File: src/hdl/issue_pkg.sv
// Issue stage shared definitions
// Operand, tag, opcode and row types plus default sizing constants
package issue_pkg;

    typedef logic [31:0] data_t;    // Operand or result word
    typedef logic [4:0]  reg_sel_t; // Architectural register number
    typedef logic [2:0]  tag_t;     // Status table row index

    // Functional-unit classes, each owning one block of rows
    typedef enum logic [1:0] {
        FU_ALU,
        FU_MUL,
        FU_LDST
    } fu_class_e;

    typedef enum logic [2:0] {
        OP_ADD,
        OP_SUB,
        OP_XOR,
        OP_MUL,
        OP_LD
    } op_e;

    typedef enum logic [1:0] {
        ROW_EMPTY,
        ROW_WAIT,  // Waiting on one or both source tags
        ROW_RDY,
        ROW_EX     // Issued, waiting for writeback
    } row_state_e;

    parameter int NUM_CLASSES         = 3;
    parameter int SLOTS_PER_CLASS_DEF = 2;
    parameter int AGE_W               = 4; // Wraps, compared modulo 2**AGE_W

    typedef logic [AGE_W-1:0] age_t;

    typedef struct packed {
        op_e       op;
        fu_class_e fu;
        reg_sel_t  rd;
        data_t     val1;
        data_t     val2;
        logic      t1_vld;
        tag_t      t1;
        logic      t2_vld;
        tag_t      t2;
        age_t      age;
    } fust_row_t;

endpackage

File: src/hdl/dispatch_if.sv
// Dispatch to status table link
// Carries the allocated row one way and the per-class credit return the other
`timescale 1ns/100ps

interface dispatch_if;

    logic                              alloc_en;
    issue_pkg::fust_row_t              alloc_row;
    issue_pkg::tag_t                   alloc_tag;  // Target row
    logic [issue_pkg::NUM_CLASSES-1:0] credit_ret; // One-hot per class
    issue_pkg::tag_t                   credit_tag; // Row just freed

    modport DISP (
        output alloc_en,
        output alloc_row,
        output alloc_tag,
        input  credit_ret,
        input  credit_tag
    );

    modport TBL (
        input  alloc_en,
        input  alloc_row,
        input  alloc_tag,
        output credit_ret,
        output credit_tag
    );

endinterface

File: src/hdl/dispatch_unit.sv
// Dispatch unit
// Tracks credits and pending register writers, builds rows for the status table
`timescale 1ns/100ps

module dispatch_unit #(
    parameter int SLOTS_PER_CLASS = 2
) (
    input  logic                CLK,
    input  logic                nRST,
    input  logic                disp_valid,
    input  issue_pkg::op_e      disp_op,
    input  issue_pkg::reg_sel_t disp_rd,
    input  issue_pkg::reg_sel_t disp_rs1,
    input  issue_pkg::reg_sel_t disp_rs2,
    input  logic                wb_valid,
    input  issue_pkg::tag_t     wb_tag,
    input  issue_pkg::data_t    wb_data,
    input  issue_pkg::data_t    rdat1,
    input  issue_pkg::data_t    rdat2,
    output logic                disp_ready,
    output issue_pkg::reg_sel_t rsel1,
    output issue_pkg::reg_sel_t rsel2,
    output logic                wen,
    output issue_pkg::reg_sel_t wsel,
    output issue_pkg::data_t    wdata,
    dispatch_if.DISP            dif
);

    localparam int NROWS = issue_pkg::NUM_CLASSES * SLOTS_PER_CLASS;
    localparam int CNT_W = $clog2(SLOTS_PER_CLASS + 1);

    issue_pkg::fu_class_e disp_class;
    issue_pkg::tag_t      free_row;
    issue_pkg::fust_row_t row;
    issue_pkg::age_t      age_cnt;
    logic [CNT_W-1:0]     credit_cnt [issue_pkg::NUM_CLASSES];
    logic [NROWS-1:0]     free_mask;
    logic [31:0]          stat_vld;     // Register has a pending writer
    issue_pkg::tag_t      stat_tag [32];
    issue_pkg::reg_sel_t  tag_rd [NROWS];
    logic                 alloc_en;

    function automatic issue_pkg::fu_class_e op_class(input issue_pkg::op_e op);
        case (op)
            issue_pkg::OP_MUL: return issue_pkg::FU_MUL;
            issue_pkg::OP_LD:  return issue_pkg::FU_LDST;
            default:           return issue_pkg::FU_ALU;
        endcase
    endfunction

    assign disp_class = op_class(disp_op);
    assign disp_ready = credit_cnt[disp_class] != '0;
    assign alloc_en   = disp_valid && disp_ready;

    // Lowest free row inside this class's block
    always_comb begin
        free_row = '0;
        for (int i = NROWS - 1; i >= 0; i--) begin
            if (free_mask[i] && (i / SLOTS_PER_CLASS) == int'(disp_class)) begin
                free_row = issue_pkg::tag_t'(i);
            end
        end
    end

    assign rsel1 = disp_rs1;
    assign rsel2 = disp_rs2;

    // Writeback only lands if no newer writer took the register
    assign wsel  = tag_rd[wb_tag];
    assign wdata = wb_data;
    assign wen   = wb_valid && stat_vld[wsel] && stat_tag[wsel] == wb_tag;

    always_comb begin
        row     = '0;
        row.op  = disp_op;
        row.fu  = disp_class;
        row.rd  = disp_rd;
        row.age = age_cnt;
        if (stat_vld[disp_rs1] && !(wb_valid && wb_tag == stat_tag[disp_rs1])) begin
            row.t1_vld = 1'b1;
            row.t1     = stat_tag[disp_rs1];
        end else if (stat_vld[disp_rs1]) begin
            row.val1 = wb_data; // Producer writes back this cycle
        end else begin
            row.val1 = rdat1;
        end
        if (stat_vld[disp_rs2] && !(wb_valid && wb_tag == stat_tag[disp_rs2])) begin
            row.t2_vld = 1'b1;
            row.t2     = stat_tag[disp_rs2];
        end else if (stat_vld[disp_rs2]) begin
            row.val2 = wb_data;
        end else begin
            row.val2 = rdat2;
        end
    end

    assign dif.alloc_en  = alloc_en;
    assign dif.alloc_tag = free_row;
    assign dif.alloc_row = row;

    always_ff @(posedge CLK, negedge nRST) begin
        if (!nRST) begin
            for (int c = 0; c < issue_pkg::NUM_CLASSES; c++) begin
                credit_cnt[c] <= CNT_W'(SLOTS_PER_CLASS);
            end
            free_mask <= '1;
            stat_vld  <= '0;
            age_cnt   <= '0;
        end else begin
            for (int c = 0; c < issue_pkg::NUM_CLASSES; c++) begin
                if (alloc_en && int'(disp_class) == c && !dif.credit_ret[c]) begin
                    credit_cnt[c] <= credit_cnt[c] - 1'b1;
                end else if (!(alloc_en && int'(disp_class) == c) && dif.credit_ret[c]) begin
                    credit_cnt[c] <= credit_cnt[c] + 1'b1;
                end
            end
            if (dif.credit_ret != '0) free_mask[dif.credit_tag] <= 1'b1;
            if (wen) stat_vld[wsel] <= 1'b0;
            if (alloc_en) begin
                free_mask[free_row] <= 1'b0;
                age_cnt             <= age_cnt + 1'b1;
                if (disp_rd != '0) stat_vld[disp_rd] <= 1'b1; // New writer wins
            end
        end
    end

    always_ff @(posedge CLK) begin
        if (alloc_en) begin
            stat_tag[disp_rd] <= free_row;
            tag_rd[free_row]  <= disp_rd;
        end
    end

endmodule

File: src/hdl/fu_status_table.sv
// Functional-unit status table
// Holds waiting rows, captures writeback operands, frees rows and returns credits
`timescale 1ns/100ps

module fu_status_table #(
    parameter int SLOTS_PER_CLASS = 2
) (
    input  logic                 CLK,
    input  logic                 nRST,
    input  logic                 wb_valid,
    input  issue_pkg::tag_t      wb_tag,
    input  issue_pkg::data_t     wb_data,
    input  logic [issue_pkg::NUM_CLASSES*SLOTS_PER_CLASS-1:0] issue_grant,
    input  logic                 issue_stall,
    output logic [issue_pkg::NUM_CLASSES*SLOTS_PER_CLASS-1:0] row_rdy,
    output issue_pkg::fust_row_t [issue_pkg::NUM_CLASSES*SLOTS_PER_CLASS-1:0] rows,
    dispatch_if.TBL              dif
);

    localparam int NROWS = issue_pkg::NUM_CLASSES * SLOTS_PER_CLASS;

    issue_pkg::row_state_e state [NROWS];
    issue_pkg::fust_row_t  rows_q [NROWS];
    logic                  wb_frees;

    // A writeback for an issued row retires it
    assign wb_frees = wb_valid && state[wb_tag] == issue_pkg::ROW_EX;

    always_comb begin
        for (int i = 0; i < NROWS; i++) begin
            row_rdy[i] = state[i] == issue_pkg::ROW_RDY;
            rows[i]    = rows_q[i];
        end
    end

    // Row FSM
    always_ff @(posedge CLK, negedge nRST) begin
        if (!nRST) begin
            for (int i = 0; i < NROWS; i++) begin
                state[i] <= issue_pkg::ROW_EMPTY;
            end
        end else begin
            for (int i = 0; i < NROWS; i++) begin
                case (state[i])
                    issue_pkg::ROW_EMPTY: begin
                        if (dif.alloc_en && dif.alloc_tag == issue_pkg::tag_t'(i)) begin
                            state[i] <= issue_pkg::ROW_WAIT;
                        end
                    end
                    issue_pkg::ROW_WAIT: begin
                        // Tags cleared at an earlier edge, promote now
                        if (!issue_stall && !rows_q[i].t1_vld && !rows_q[i].t2_vld) begin
                            state[i] <= issue_pkg::ROW_RDY;
                        end
                    end
                    issue_pkg::ROW_RDY: begin
                        if (issue_grant[i] && !issue_stall) state[i] <= issue_pkg::ROW_EX;
                    end
                    default: begin
                        if (wb_valid && wb_tag == issue_pkg::tag_t'(i)) begin
                            state[i] <= issue_pkg::ROW_EMPTY;
                        end
                    end
                endcase
            end
        end
    end

    // Row payload and operand capture from the writeback broadcast
    always_ff @(posedge CLK) begin
        for (int i = 0; i < NROWS; i++) begin
            if (dif.alloc_en && dif.alloc_tag == issue_pkg::tag_t'(i)) begin
                rows_q[i] <= dif.alloc_row;
            end else if (wb_valid && state[i] == issue_pkg::ROW_WAIT) begin
                if (rows_q[i].t1_vld && rows_q[i].t1 == wb_tag) begin
                    rows_q[i].val1   <= wb_data;
                    rows_q[i].t1_vld <= 1'b0;
                end
                if (rows_q[i].t2_vld && rows_q[i].t2 == wb_tag) begin
                    rows_q[i].val2   <= wb_data;
                    rows_q[i].t2_vld <= 1'b0;
                end
            end
        end
    end

    // Credit goes back one cycle after the row empties
    always_ff @(posedge CLK, negedge nRST) begin
        if (!nRST) begin
            dif.credit_ret <= '0;
            dif.credit_tag <= '0;
        end else begin
            dif.credit_ret <= '0;
            if (wb_frees) begin
                dif.credit_ret[rows_q[wb_tag].fu] <= 1'b1;
                dif.credit_tag                    <= wb_tag;
            end
        end
    end

endmodule

File: src/hdl/issue_select.sv
// Issue selector
// Picks the oldest ready row and registers it onto the issue port
`timescale 1ns/100ps

module issue_select #(
    parameter int SLOTS_PER_CLASS = 2
) (
    input  logic                 CLK,
    input  logic                 nRST,
    input  logic [issue_pkg::NUM_CLASSES*SLOTS_PER_CLASS-1:0] row_rdy,
    input  issue_pkg::fust_row_t [issue_pkg::NUM_CLASSES*SLOTS_PER_CLASS-1:0] rows,
    input  logic                 issue_stall,
    output logic [issue_pkg::NUM_CLASSES*SLOTS_PER_CLASS-1:0] issue_grant,
    output logic                 issue_valid,
    output issue_pkg::op_e       issue_op,
    output issue_pkg::tag_t      issue_tag,
    output issue_pkg::data_t     issue_rdat1,
    output issue_pkg::data_t     issue_rdat2
);

    localparam int NROWS = issue_pkg::NUM_CLASSES * SLOTS_PER_CLASS;

    logic            found;
    issue_pkg::tag_t pick;
    issue_pkg::age_t best_age;
    issue_pkg::age_t age_diff;

    // Oldest ready row; ages wrap, so older means a negative modular difference
    always_comb begin
        found    = 1'b0;
        pick     = '0;
        best_age = '0;
        age_diff = '0;
        for (int i = 0; i < NROWS; i++) begin
            age_diff = rows[i].age - best_age;
            // Strict compare keeps the lower row on a tie
            if (row_rdy[i] && (!found || age_diff[issue_pkg::AGE_W-1])) begin
                found    = 1'b1;
                pick     = issue_pkg::tag_t'(i);
                best_age = rows[i].age;
            end
        end
    end

    always_comb begin
        issue_grant = '0;
        if (found && !issue_stall) issue_grant[pick] = 1'b1;
    end

    always_ff @(posedge CLK, negedge nRST) begin
        if (!nRST) begin
            issue_valid <= 1'b0;
        end else if (!issue_stall) begin
            issue_valid <= found; // Held through a stall
        end
    end

    always_ff @(posedge CLK) begin
        if (!issue_stall && found) begin
            issue_op    <= rows[pick].op;
            issue_tag   <= pick;
            issue_rdat1 <= rows[pick].val1;
            issue_rdat2 <= rows[pick].val2;
        end
    end

endmodule

File: src/hdl/issue_top.sv
// Issue stage top level
// Dispatch, register file, status table and oldest-first selector
`timescale 1ns/100ps

module issue_top #(
    parameter int SLOTS_PER_CLASS = issue_pkg::SLOTS_PER_CLASS_DEF
) (
    input  logic                CLK,
    input  logic                nRST,
    input  logic                disp_valid,
    input  issue_pkg::op_e      disp_op,
    input  issue_pkg::reg_sel_t disp_rd,
    input  issue_pkg::reg_sel_t disp_rs1,
    input  issue_pkg::reg_sel_t disp_rs2,
    output logic                disp_ready,
    input  logic                issue_stall,
    output logic                issue_valid,
    output issue_pkg::op_e      issue_op,
    output issue_pkg::tag_t     issue_tag,
    output issue_pkg::data_t    issue_rdat1,
    output issue_pkg::data_t    issue_rdat2,
    input  logic                wb_valid,
    input  issue_pkg::tag_t     wb_tag,
    input  issue_pkg::data_t    wb_data
);

    localparam int NROWS = issue_pkg::NUM_CLASSES * SLOTS_PER_CLASS;

    issue_pkg::reg_sel_t  rsel1;
    issue_pkg::reg_sel_t  rsel2;
    issue_pkg::reg_sel_t  wsel;
    issue_pkg::data_t     rdat1;
    issue_pkg::data_t     rdat2;
    issue_pkg::data_t     wdata;
    logic                 wen;
    logic [NROWS-1:0]     row_rdy;
    logic [NROWS-1:0]     issue_grant;
    issue_pkg::fust_row_t [NROWS-1:0] rows;

    dispatch_if dif ();

    dispatch_unit #(.SLOTS_PER_CLASS(SLOTS_PER_CLASS)) dispatch_unit_i (
        .CLK(CLK), .nRST(nRST),
        .disp_valid(disp_valid), .disp_op(disp_op), .disp_rd(disp_rd),
        .disp_rs1(disp_rs1), .disp_rs2(disp_rs2),
        .wb_valid(wb_valid), .wb_tag(wb_tag), .wb_data(wb_data),
        .rdat1(rdat1), .rdat2(rdat2), .disp_ready(disp_ready),
        .rsel1(rsel1), .rsel2(rsel2),
        .wen(wen), .wsel(wsel), .wdata(wdata),
        .dif(dif.DISP)
    );

    regfile regfile_i (
        .CLK(CLK), .nRST(nRST),
        .wen(wen), .wsel(wsel), .wdata(wdata),
        .rsel1(rsel1), .rsel2(rsel2), .rdat1(rdat1), .rdat2(rdat2)
    );

    fu_status_table #(.SLOTS_PER_CLASS(SLOTS_PER_CLASS)) fu_status_table_i (
        .CLK(CLK), .nRST(nRST),
        .wb_valid(wb_valid), .wb_tag(wb_tag), .wb_data(wb_data),
        .issue_grant(issue_grant), .issue_stall(issue_stall),
        .row_rdy(row_rdy), .rows(rows),
        .dif(dif.TBL)
    );

    issue_select #(.SLOTS_PER_CLASS(SLOTS_PER_CLASS)) issue_select_i (
        .CLK(CLK), .nRST(nRST),
        .row_rdy(row_rdy), .rows(rows), .issue_stall(issue_stall),
        .issue_grant(issue_grant), .issue_valid(issue_valid),
        .issue_op(issue_op), .issue_tag(issue_tag),
        .issue_rdat1(issue_rdat1), .issue_rdat2(issue_rdat2)
    );

endmodule

File: src/hdl/regfile.sv
// Register file, 32 x 32 bits
// Two combinational read ports, one write port, register 0 reads zero
`timescale 1ns/100ps

module regfile (
    input  logic                CLK,
    input  logic                nRST,
    input  logic                wen,
    input  issue_pkg::reg_sel_t wsel,
    input  issue_pkg::data_t    wdata,
    input  issue_pkg::reg_sel_t rsel1,
    input  issue_pkg::reg_sel_t rsel2,
    output issue_pkg::data_t    rdat1,
    output issue_pkg::data_t    rdat2
);

    issue_pkg::data_t regs [32];

    always_ff @(posedge CLK, negedge nRST) begin
        if (!nRST) begin
            for (int i = 0; i < 32; i++) begin
                regs[i] <= '0;
            end
        end else if (wen && wsel != '0) begin
            regs[wsel] <= wdata;
        end
    end

    assign rdat1 = (rsel1 == '0) ? '0 : regs[rsel1];
    assign rdat2 = (rsel2 == '0) ? '0 : regs[rsel2];

endmodule

File: config.mk
export PLATFORM = sky130hd
export DESIGN_NAME = issue_top
export DESIGN_NICKNAME = d
export VERILOG_FILES = /design/src/hdl/issue_pkg.sv /design/src/hdl/dispatch_if.sv /design/src/hdl/dispatch_unit.sv /design/src/hdl/fu_status_table.sv /design/src/hdl/issue_select.sv /design/src/hdl/issue_top.sv /design/src/hdl/regfile.sv
export SDC_FILE = /design/constraint.sdc
export NUM_CORES = 2
export LEC_CHECK = 0
export BUFFER_PORTS_ARGS = -buffer_cell sky130_fd_sc_hd__buf_2
export CORE_ASPECT_RATIO = 0.6
export CORE_MARGIN = 1
export CORE_UTILIZATION = 55
export CTS_CLUSTER_DIAMETER = 200
export CTS_CLUSTER_SIZE = 12
export DETAILED_ROUTE_END_ITERATION = 7
export PLACE_DENSITY = 0.68
export SLEW_MARGIN = 5
export SYNTH_ARGS = -nofsm -noshare
export SYNTH_HDL_FRONTEND = slang
export SYNTH_SLANG_ARGS = --single-unit
File: constraint.sdc
create_clock -name CLK -period 11.6 [get_ports CLK]
set_input_delay 2.32 -clock CLK [delete_from_list [all_inputs] [get_ports CLK]]
set_output_delay 2.32 -clock CLK [all_outputs]
set_load 0.05 [all_outputs]
Word-level counts from Yosys, hierarchy flattened --
Memories as Yosys holds them, arrays and structs flattened. Index checks and enable logic that the tools add are counted.
Cells by class: $add $sub $neg 12, order comparisons 20, eq/ne operators 62, muxes and demuxes 195, bitwise operators 35, reductions and logical operators 146
Operators with widths (count):
- $bwmux W1024 | 1
- $mux W32 | 26
- $bmux W32 S5 | 2
- $bmux W86 S3 | 1
- $demux W32 S5 | 1
- $mux W1 | 90
- $mux W86 | 1
- $logic_and A1 B1 Y1 | 85
- $mux W2 | 36
- $eq A3 B3 Y1 | 15
- $pmux W2 S3 | 6
- $and A32 B32 Y32 | 1
- $not A32 Y32 | 1
- $or A32 B32 Y32 | 1
- $mux W4 | 7
- $mux W3 | 9
- $logic_not A1 Y1 | 26
- $lt A5 B6 Y1 const B | 4
- $ne A2 B1 Y1 const B | 12
- $or A1 B1 Y1 | 24
- $reduce_and A4 Y1 | 6
- $reduce_bool A4 Y1 | 6
- $sub A4 B4 Y4 | 5
- $eq A2 B2 Y1 const B | 9
- other kinds (39) | 95
Storage, ports and cells: register bits after elaboration 1161, RAM bits 642, input port bits 58, output and inout port bits 72, logic and storage cells 524, memories 3
Memory list:
- fu_status_table_i.rows_q | words 6, bits a word 86, read ports 7, clocked after Yosys merged registers in 0, wr ports 6, RTL line fu_status_table.sv:23 | issue_pkg::fust_row_t rows_q [NROWS];
- dispatch_unit_i.stat_tag | words 32, bits a word 3, read ports 3, clocked after Yosys merged registers in 0, wr ports 1, RTL line dispatch_unit.sv:39 | issue_pkg::tag_t stat_tag [32];
- dispatch_unit_i.tag_rd | words 6, bits a word 5, read ports 1, clocked after Yosys merged registers in 0, wr ports 1, RTL line dispatch_unit.sv:40 | issue_pkg::reg_sel_t tag_rd [NROWS];

Depth between registers and ports, before layout --
depth in word-level cells 30, mapped depth 43, gate-level depth less buffers 34

Modules after synthesis --
Synthesis repeated with hierarchy kept, for this count alone.
Second synthesis, totals: cells, all modules 6656, area, all modules 95753.1 um2
Modules (own cells, without submodules):
- regfile | times used 1, cells an instance 3674, area each 54294.6 um2, seq. area each 25624.6 um2
- fu_status_table | times used 1, cells an instance 1245, area each 22790.6 um2, seq. area each 15925.3 um2
- dispatch_unit | times used 1, cells an instance 939, area each 11593.6 um2, seq. area each 4996.0 um2
- issue_select | times used 1, cells an instance 798, area each 7074.3 um2, seq. area each 2127.0 um2

Worst setup path after synthesis --
No wires, ideal clock.
path kind reg2reg, start reg fu_status_table_i.state[10] (netlist bit), end reg issue_select_i.issue_rdat1[11] (data pin), library setup time 0.261 ns, arrival 8.297 ns, required time 11.339 ns, path slack 3.041 ns, stages on the path, launching flop included 42, path buffers 9, period minus slack after synthesis 8.559 ns, cells stage by stage dfrtp_1 > inv_1 > ha_1 > buf_4 > clkbuf_1 > nand2_1 > ha_1 > nand2_1 > or4_1 > nand4_4 > o22ai_2 > xor2_1 > o21a_1 > buf_2 > o211a_1 > nor4_1 > nor2_1 > clkbuf_1 > [... 6 more ...] > o221ai_1 > mux2i_1 > nand2b_1 > clkbuf_1 > o21ai_0 > ha_1 > nand2b_1 > or3_1 > o21ai_0 > o22ai_1 > mux2_4 > buf_6 > o21a_1 > buf_6 > buf_2 > buf_4 > nor3_1 > o21ai_1
On the way: cells in the longest elaborated chain, start to end 24, elaborated cells on any way between the ends 38, those cells by class 5 x add/sub; 1 x eq/ne; 17 x mux; 15 x reduce/logical
RTL lines:
- start: declaration | RTL line fu_status_table.sv:22 | issue_pkg::row_state_e state [NROWS];
- start signal: indexed assignment | RTL line fu_status_table.sv:40 | state[i] <= issue_pkg::ROW_EMPTY;
- start signal: indexed assignment | RTL line fu_status_table.sv:47 | state[i] <= issue_pkg::ROW_WAIT;
- start signal: indexed assignment | RTL line fu_status_table.sv:53 | state[i] <= issue_pkg::ROW_RDY;
- $eq A2 B2 Y1 (*) | RTL line fu_status_table.sv:31 | row_rdy[i] = state[i] == issue_pkg::ROW_RDY;
- $mux W4 / $mux W1 (equally long branches) | RTL line issue_select.sv:37 | if (row_rdy[i] && (!found || age_diff[issue_pkg::AGE_W-1])) begin
- $sub A4 B4 Y4 / $logic_not A1 Y1 (equally long branches) | RTL line issue_select.sv:35, issue_select.sv:37
- $logic_or A1 B1 Y1 | RTL line issue_select.sv:37
- $logic_and A1 B1 Y1 | RTL line issue_select.sv:37
- $mux W4 / $mux W1 (equally long branches) | RTL line issue_select.sv:37
- $sub A4 B4 Y4 / $logic_not A1 Y1 (equally long branches) | RTL line issue_select.sv:35, issue_select.sv:37
- $logic_or A1 B1 Y1 | RTL line issue_select.sv:37
- [... 8 more ...]
- $logic_and A1 B1 Y1 | RTL line issue_select.sv:37
- $mux W4 / $mux W1 (equally long branches) | RTL line issue_select.sv:37
- $sub A4 B4 Y4 / $logic_not A1 Y1 (equally long branches) | RTL line issue_select.sv:35, issue_select.sv:37
- $logic_or A1 B1 Y1 | RTL line issue_select.sv:37
- $logic_and A1 B1 Y1 | RTL line issue_select.sv:37
- $mux W3 (*) | RTL line issue_select.sv:37
- $bmux W86 S3 (*) | RTL line issue_select.sv:62 | issue_rdat1 <= rows[pick].val1;
- $mux W86 (*)
- end signal: assignment | RTL line issue_select.sv:62
- end: declaration | RTL line issue_select.sv:17 | output issue_pkg::data_t issue_rdat1,
Mark *: on every way between the ends. The rest lies on a longest branch, timed or not. The select of a mux whose other input is x is not followed. A chain may end at the register's enable or synchronous reset.

Worst setup path after layout --
start reg fu_status_table_i.state[10] (netlist bit), end reg issue_select_i.issue_rdat2[11] (data pin)
On the way: cells in the longest elaborated chain, start to end 24, elaborated cells on any way between the ends 38, those cells by class 5 x add/sub; 1 x eq/ne; 17 x mux; 15 x reduce/logical
RTL lines:
- $eq A2 B2 Y1 (*) | RTL line fu_status_table.sv:31
- $mux W4 / $mux W1 (equally long branches) | RTL line issue_select.sv:37
- $sub A4 B4 Y4 / $logic_not A1 Y1 (equally long branches) | RTL line issue_select.sv:35, issue_select.sv:37
- $logic_or A1 B1 Y1 | RTL line issue_select.sv:37
- $logic_and A1 B1 Y1 | RTL line issue_select.sv:37
- $mux W4 / $mux W1 (equally long branches) | RTL line issue_select.sv:37
- $sub A4 B4 Y4 / $logic_not A1 Y1 (equally long branches) | RTL line issue_select.sv:35, issue_select.sv:37
- $logic_or A1 B1 Y1 | RTL line issue_select.sv:37
- [... 8 more ...]
- $logic_and A1 B1 Y1 | RTL line issue_select.sv:37
- $mux W4 / $mux W1 (equally long branches) | RTL line issue_select.sv:37
- $sub A4 B4 Y4 / $logic_not A1 Y1 (equally long branches) | RTL line issue_select.sv:35, issue_select.sv:37
- $logic_or A1 B1 Y1 | RTL line issue_select.sv:37
- $logic_and A1 B1 Y1 | RTL line issue_select.sv:37
- $mux W3 (*) | RTL line issue_select.sv:37
- $bmux W86 S3 (*) | RTL line issue_select.sv:63 | issue_rdat2 <= rows[pick].val2;
- $mux W86 (*)
- end signal: assignment | RTL line issue_select.sv:63
- end: declaration | RTL line issue_select.sv:18 | output issue_pkg::data_t issue_rdat2
Marks and branches as above.

==> results_dict.tcl <==
set metrics [dict create \
    crit_slowest_cell "buf_4" \
    synth_cells 6182 \
    port_buffers 129 \
    crit_required_ns 12.17 \
    setup_viol 0 \
    place_congestion 0.891 \
    track_usage_pct 33.1 \
    synth_area_per_cell_um2 14.9 \
    met1_usage_pct 51.3 \
    grt_pass1_vias 58400 \
    netlist.area_leader.share_pct 29.3 \
    finalMaxSlewViolations 0 \
    rows 116 \
    synth_fp_nets 6273 \
    finalCritPeriodShare_pct 91.0 \
    grtUsageMet2_pct 45.8 \
    arrival_ns 11.12 \
    initial_core_util_pct 55.4 \
    drt_wl_total_um 278000 \
    grtUsageMet3_pct 8.20 \
    cp_max_fo 66 \
    ys_seq_elements 1773 \
    cp_common_cell "ha_1" \
    ys_top_cells_by_area "dfrtp_1, edfxtp_1, mux4_2, mux2_2, clkbuf_1" \
    status "finished clean" \
    grt_max_degree 169 \
    vias 58900 \
    wire_per_inst_um 33.8 \
    final_hold_viol_count 0 \
    cts_tree "built" \
    grt-ovfl-total 0 \
    fillCellCount 12600 \
    cts_setup_buffers 0 \
    ys.flop_type "dfrtp_1" \
    nNetsFinal 6019 \
    hp-class "reg2reg" \
    io_pins 130 \
    worstMarginPinSlew_ns 1.20 \
    cts_max_level 4 \
    synth-edff-count 680 \
    fin_skew_ns 0.0471 \
    grt_pass1_wl_um 408000 \
    vdd_drop_max_mv 0.492 \
    place_area_um2 94600 \
    final_util_pct 59.5 \
    die_y_um 319 \
    synth_cell_type_count 84 \
    clkSinkCount 1773 \
    rsz0062_at_grt "false" \
    fin_crit_ns 10.55 \
    finalWorstSetupSlack_ns 1.05 \
    synth.largest_area_cell "dfrtp_1" \
    core-area_um2 167000 \
    dp_hpwl_um 152000 \
    crit_path_end_kind "flip-flop" \
    crit_type "reg2reg" \
    slew_headroom_pct 19.9 \
    cap_viol_max_count 0 \
    syn-cell-area_um2 92300 \
    cts_hold_buffers 0 \
    clockBufferDepth 4 \
    async_reset_ff_share_pct 61.5 \
    area_growth_pct 7.53 \
    drive_above_1_share_pct 42.9 \
    pre_cts_ws_ns 1.42 \
    yosysWarnings 0 \
    critical-path-max-stage-delay_ns 0.76 \
    p_per_area_nw_per_um2 210 \
    die_w_um 531 \
    cts_resized 0 \
    dieArea_um2 170000 \
    cts-root-buf "clkbuf_16" \
    setup_tns_ns 0 \
    grt-busiest-layer "met1" \
    seq_area_frac_synth_pct 51.7 \
    drtIter0Drc 7564 \
    clk_pin_slew_worst_paths_ns 0.07 \
    drc 0 \
    p_leak_uw 0.0420 \
    antenna_found_initial 4 \
    numCtsBuffers 173 \
    start_kind "flip-flop" \
    fin_area_um2 99300 \
    clkLatencyLatePin_ns 0.84 \
    first_pass_iters 6 \
    routed_via_density 7.16 \
    drtAntennaViolNets 0 \
    max_clock_freq_mhz 94.8 \
]
path summary, 6_finish.rpt:
path,startpoint,end,slack [ns],cells after the start
worst min register to register,regfile_i.regs[1006],regfile_i.regs[1006],0.39,0
worst max register to register,fu_status_table_i.state[10],issue_select_i.issue_rdat2[11],1.05,34
max in group asynchronous,nRST,regfile_i.regs[685],7.67,3
worst min-delay path,regfile_i.regs[1006],regfile_i.regs[1006],0.39,0
min in group asynchronous,nRST,dispatch_unit_i.stat_vld[9],1.51,1
worst max-delay path,fu_status_table_i.state[10],issue_select_i.issue_rdat2[11],1.05,34
worst max-delay path, delay by kind of cell, from the launching register on:
family	cells	cell delay, ns
AO/OA/AOI/OAI	14	3.09
AND/OR/NAND/NOR	8	2.48
adder cells (fa/ha/maj)	6	2.11
buffers and inverters	4	1.31
multiplexers	2	0.65
flip-flops	1	0.43
synth_stat cells (68+ instances only):
| library cell | count |
|---|---|
| buf_1 | 167 |
| o21ai_1 | 69 |
| a21oi_1 | 83 |
| mux4_2 | 738 |
| mux2i_1 | 155 |
| edfxtp_1 | 680 |
| clkbuf_1 | 440 |
| mux2_2 | 1324 |
| a22oi_1 | 68 |
| o21ai_0 | 95 |
| o211ai_1 | 75 |
| dfrtp_1 | 1082 |
| nand2_1 | 281 |
| nor2_1 | 233 |
| nor3_1 | 86 |
| o311a_1 | 68 |
per-layer routing:
layer	wire, um	part of all wire [%]
met4	8750	3.1
met2	118000	43
met1	118000	43
met3	32500	12
met5	41	0.015
report_power, final:
| part | switching [uW] | internal, uW |
|---|---|---|
| clock | 2390 | 2730 |
| sequential | 473 | 7640 |
| combinational | 4930 | 2710 |
| total | 7790 | 13100 |
kinds of logic after synthesis:
kind of cell             after synthesis  share of synthesized area, %
multiplexers                        2220                          35.9
XOR/XNOR                              65                         0.617
buffers and inverters                701                          2.94
flip-flops                          1773                          51.7
AO/OA/AOI/OAI                        620                          4.60
adder cells (fa/ha/maj)               39                         0.515
AND/OR/NAND/NOR                      764                          3.70
cell usage in the layout, fill, tap and decap left out, types with 9 or more instances in the layout:
master     synthesis  final
mux2_2          1324   1324
dfrtp_1         1082   1082
mux4_2           738    738
edfxtp_1         680    680
nand2_1          281    239
nor2_1           233    223
clkbuf_16          0    176
mux2i_1          155    155
buf_2             12    118
o21ai_0           95     95
buf_4              5     90
nor3_1            86     86
a21oi_1           83     82
o211ai_1          75     75
a22oi_1           68     68
o311a_1           68     68
o21ai_1           69     68
clkbuf_1         440     47
xor2_1            45     45
inv_1             44     43
nand3_1           35     35
a21o_1            36     34
nand2_4            0     32
ha_1              33     32
a31oi_1           26     26
xnor2_1           20     20
nor2b_1           20     20
a211oi_1          19     19
and2_1            19     18
or4_1             17     17
nand2b_1          16     14
buf_12             0     12
o22ai_1           11     11
nand2_2            0     10
o21a_1            10      9
or3_1              9      9
nor2_4             0      9
dfstp_2            9      9
flip-flops by register name, indices dropped and copies added, names as in the netlist, 3 cells and up:
register	flops
regfile_i.regs	1024
fu_status_table_i.rows_q	486
dispatch_unit_i.stat_tag	96
dispatch_unit_i.stat_vld	32
issue_select_i.issue_rdat1	32
issue_select_i.issue_rdat2	32
dispatch_unit_i.tag_rd	30
fu_status_table_i.state	12
dispatch_unit_i.credit_cnt	6
dispatch_unit_i.free_mask	6
dispatch_unit_i.age_cnt	4
fu_status_table_i.dif.credit_ret	3
fu_status_table_i.dif.credit_tag	3
issue_select_i.issue_op	3
issue_select_i.issue_tag	3
final cells by class:
type / count / area (um2) / area share, %
flip-flops and latches: 1773 / 47800 / 48.1
multi-input cells: 3708 / 42300 / 42.6
inverters: 45 / 170 / 0.171
clock inverters: 6 / 56.3 / 0.0567
repair buffers: 227 / 1600 / 1.62
clock buffers: 223 / 4580 / 4.61
well taps: 2242 / 2810 / 2.83
diodes: 2 / 5.00 / 0.00504
per-stage QoR:
| stage | std cells | power (uW) | hold slack, ns |
|---|---|---|---|
| floorplan | 6182 | 13400 | 0.441 |
| global placement | 7995 | 15500 | 0.377 |
| detailed placement | 7995 | 15700 | 0.383 |
| CTS | 8224 | 20700 | 0.398 |
| global route | 8224 | 21600 | 0.407 |
| finish | 8226 | 20900 | 0.392 |
(Power assumes the default switching activity.)
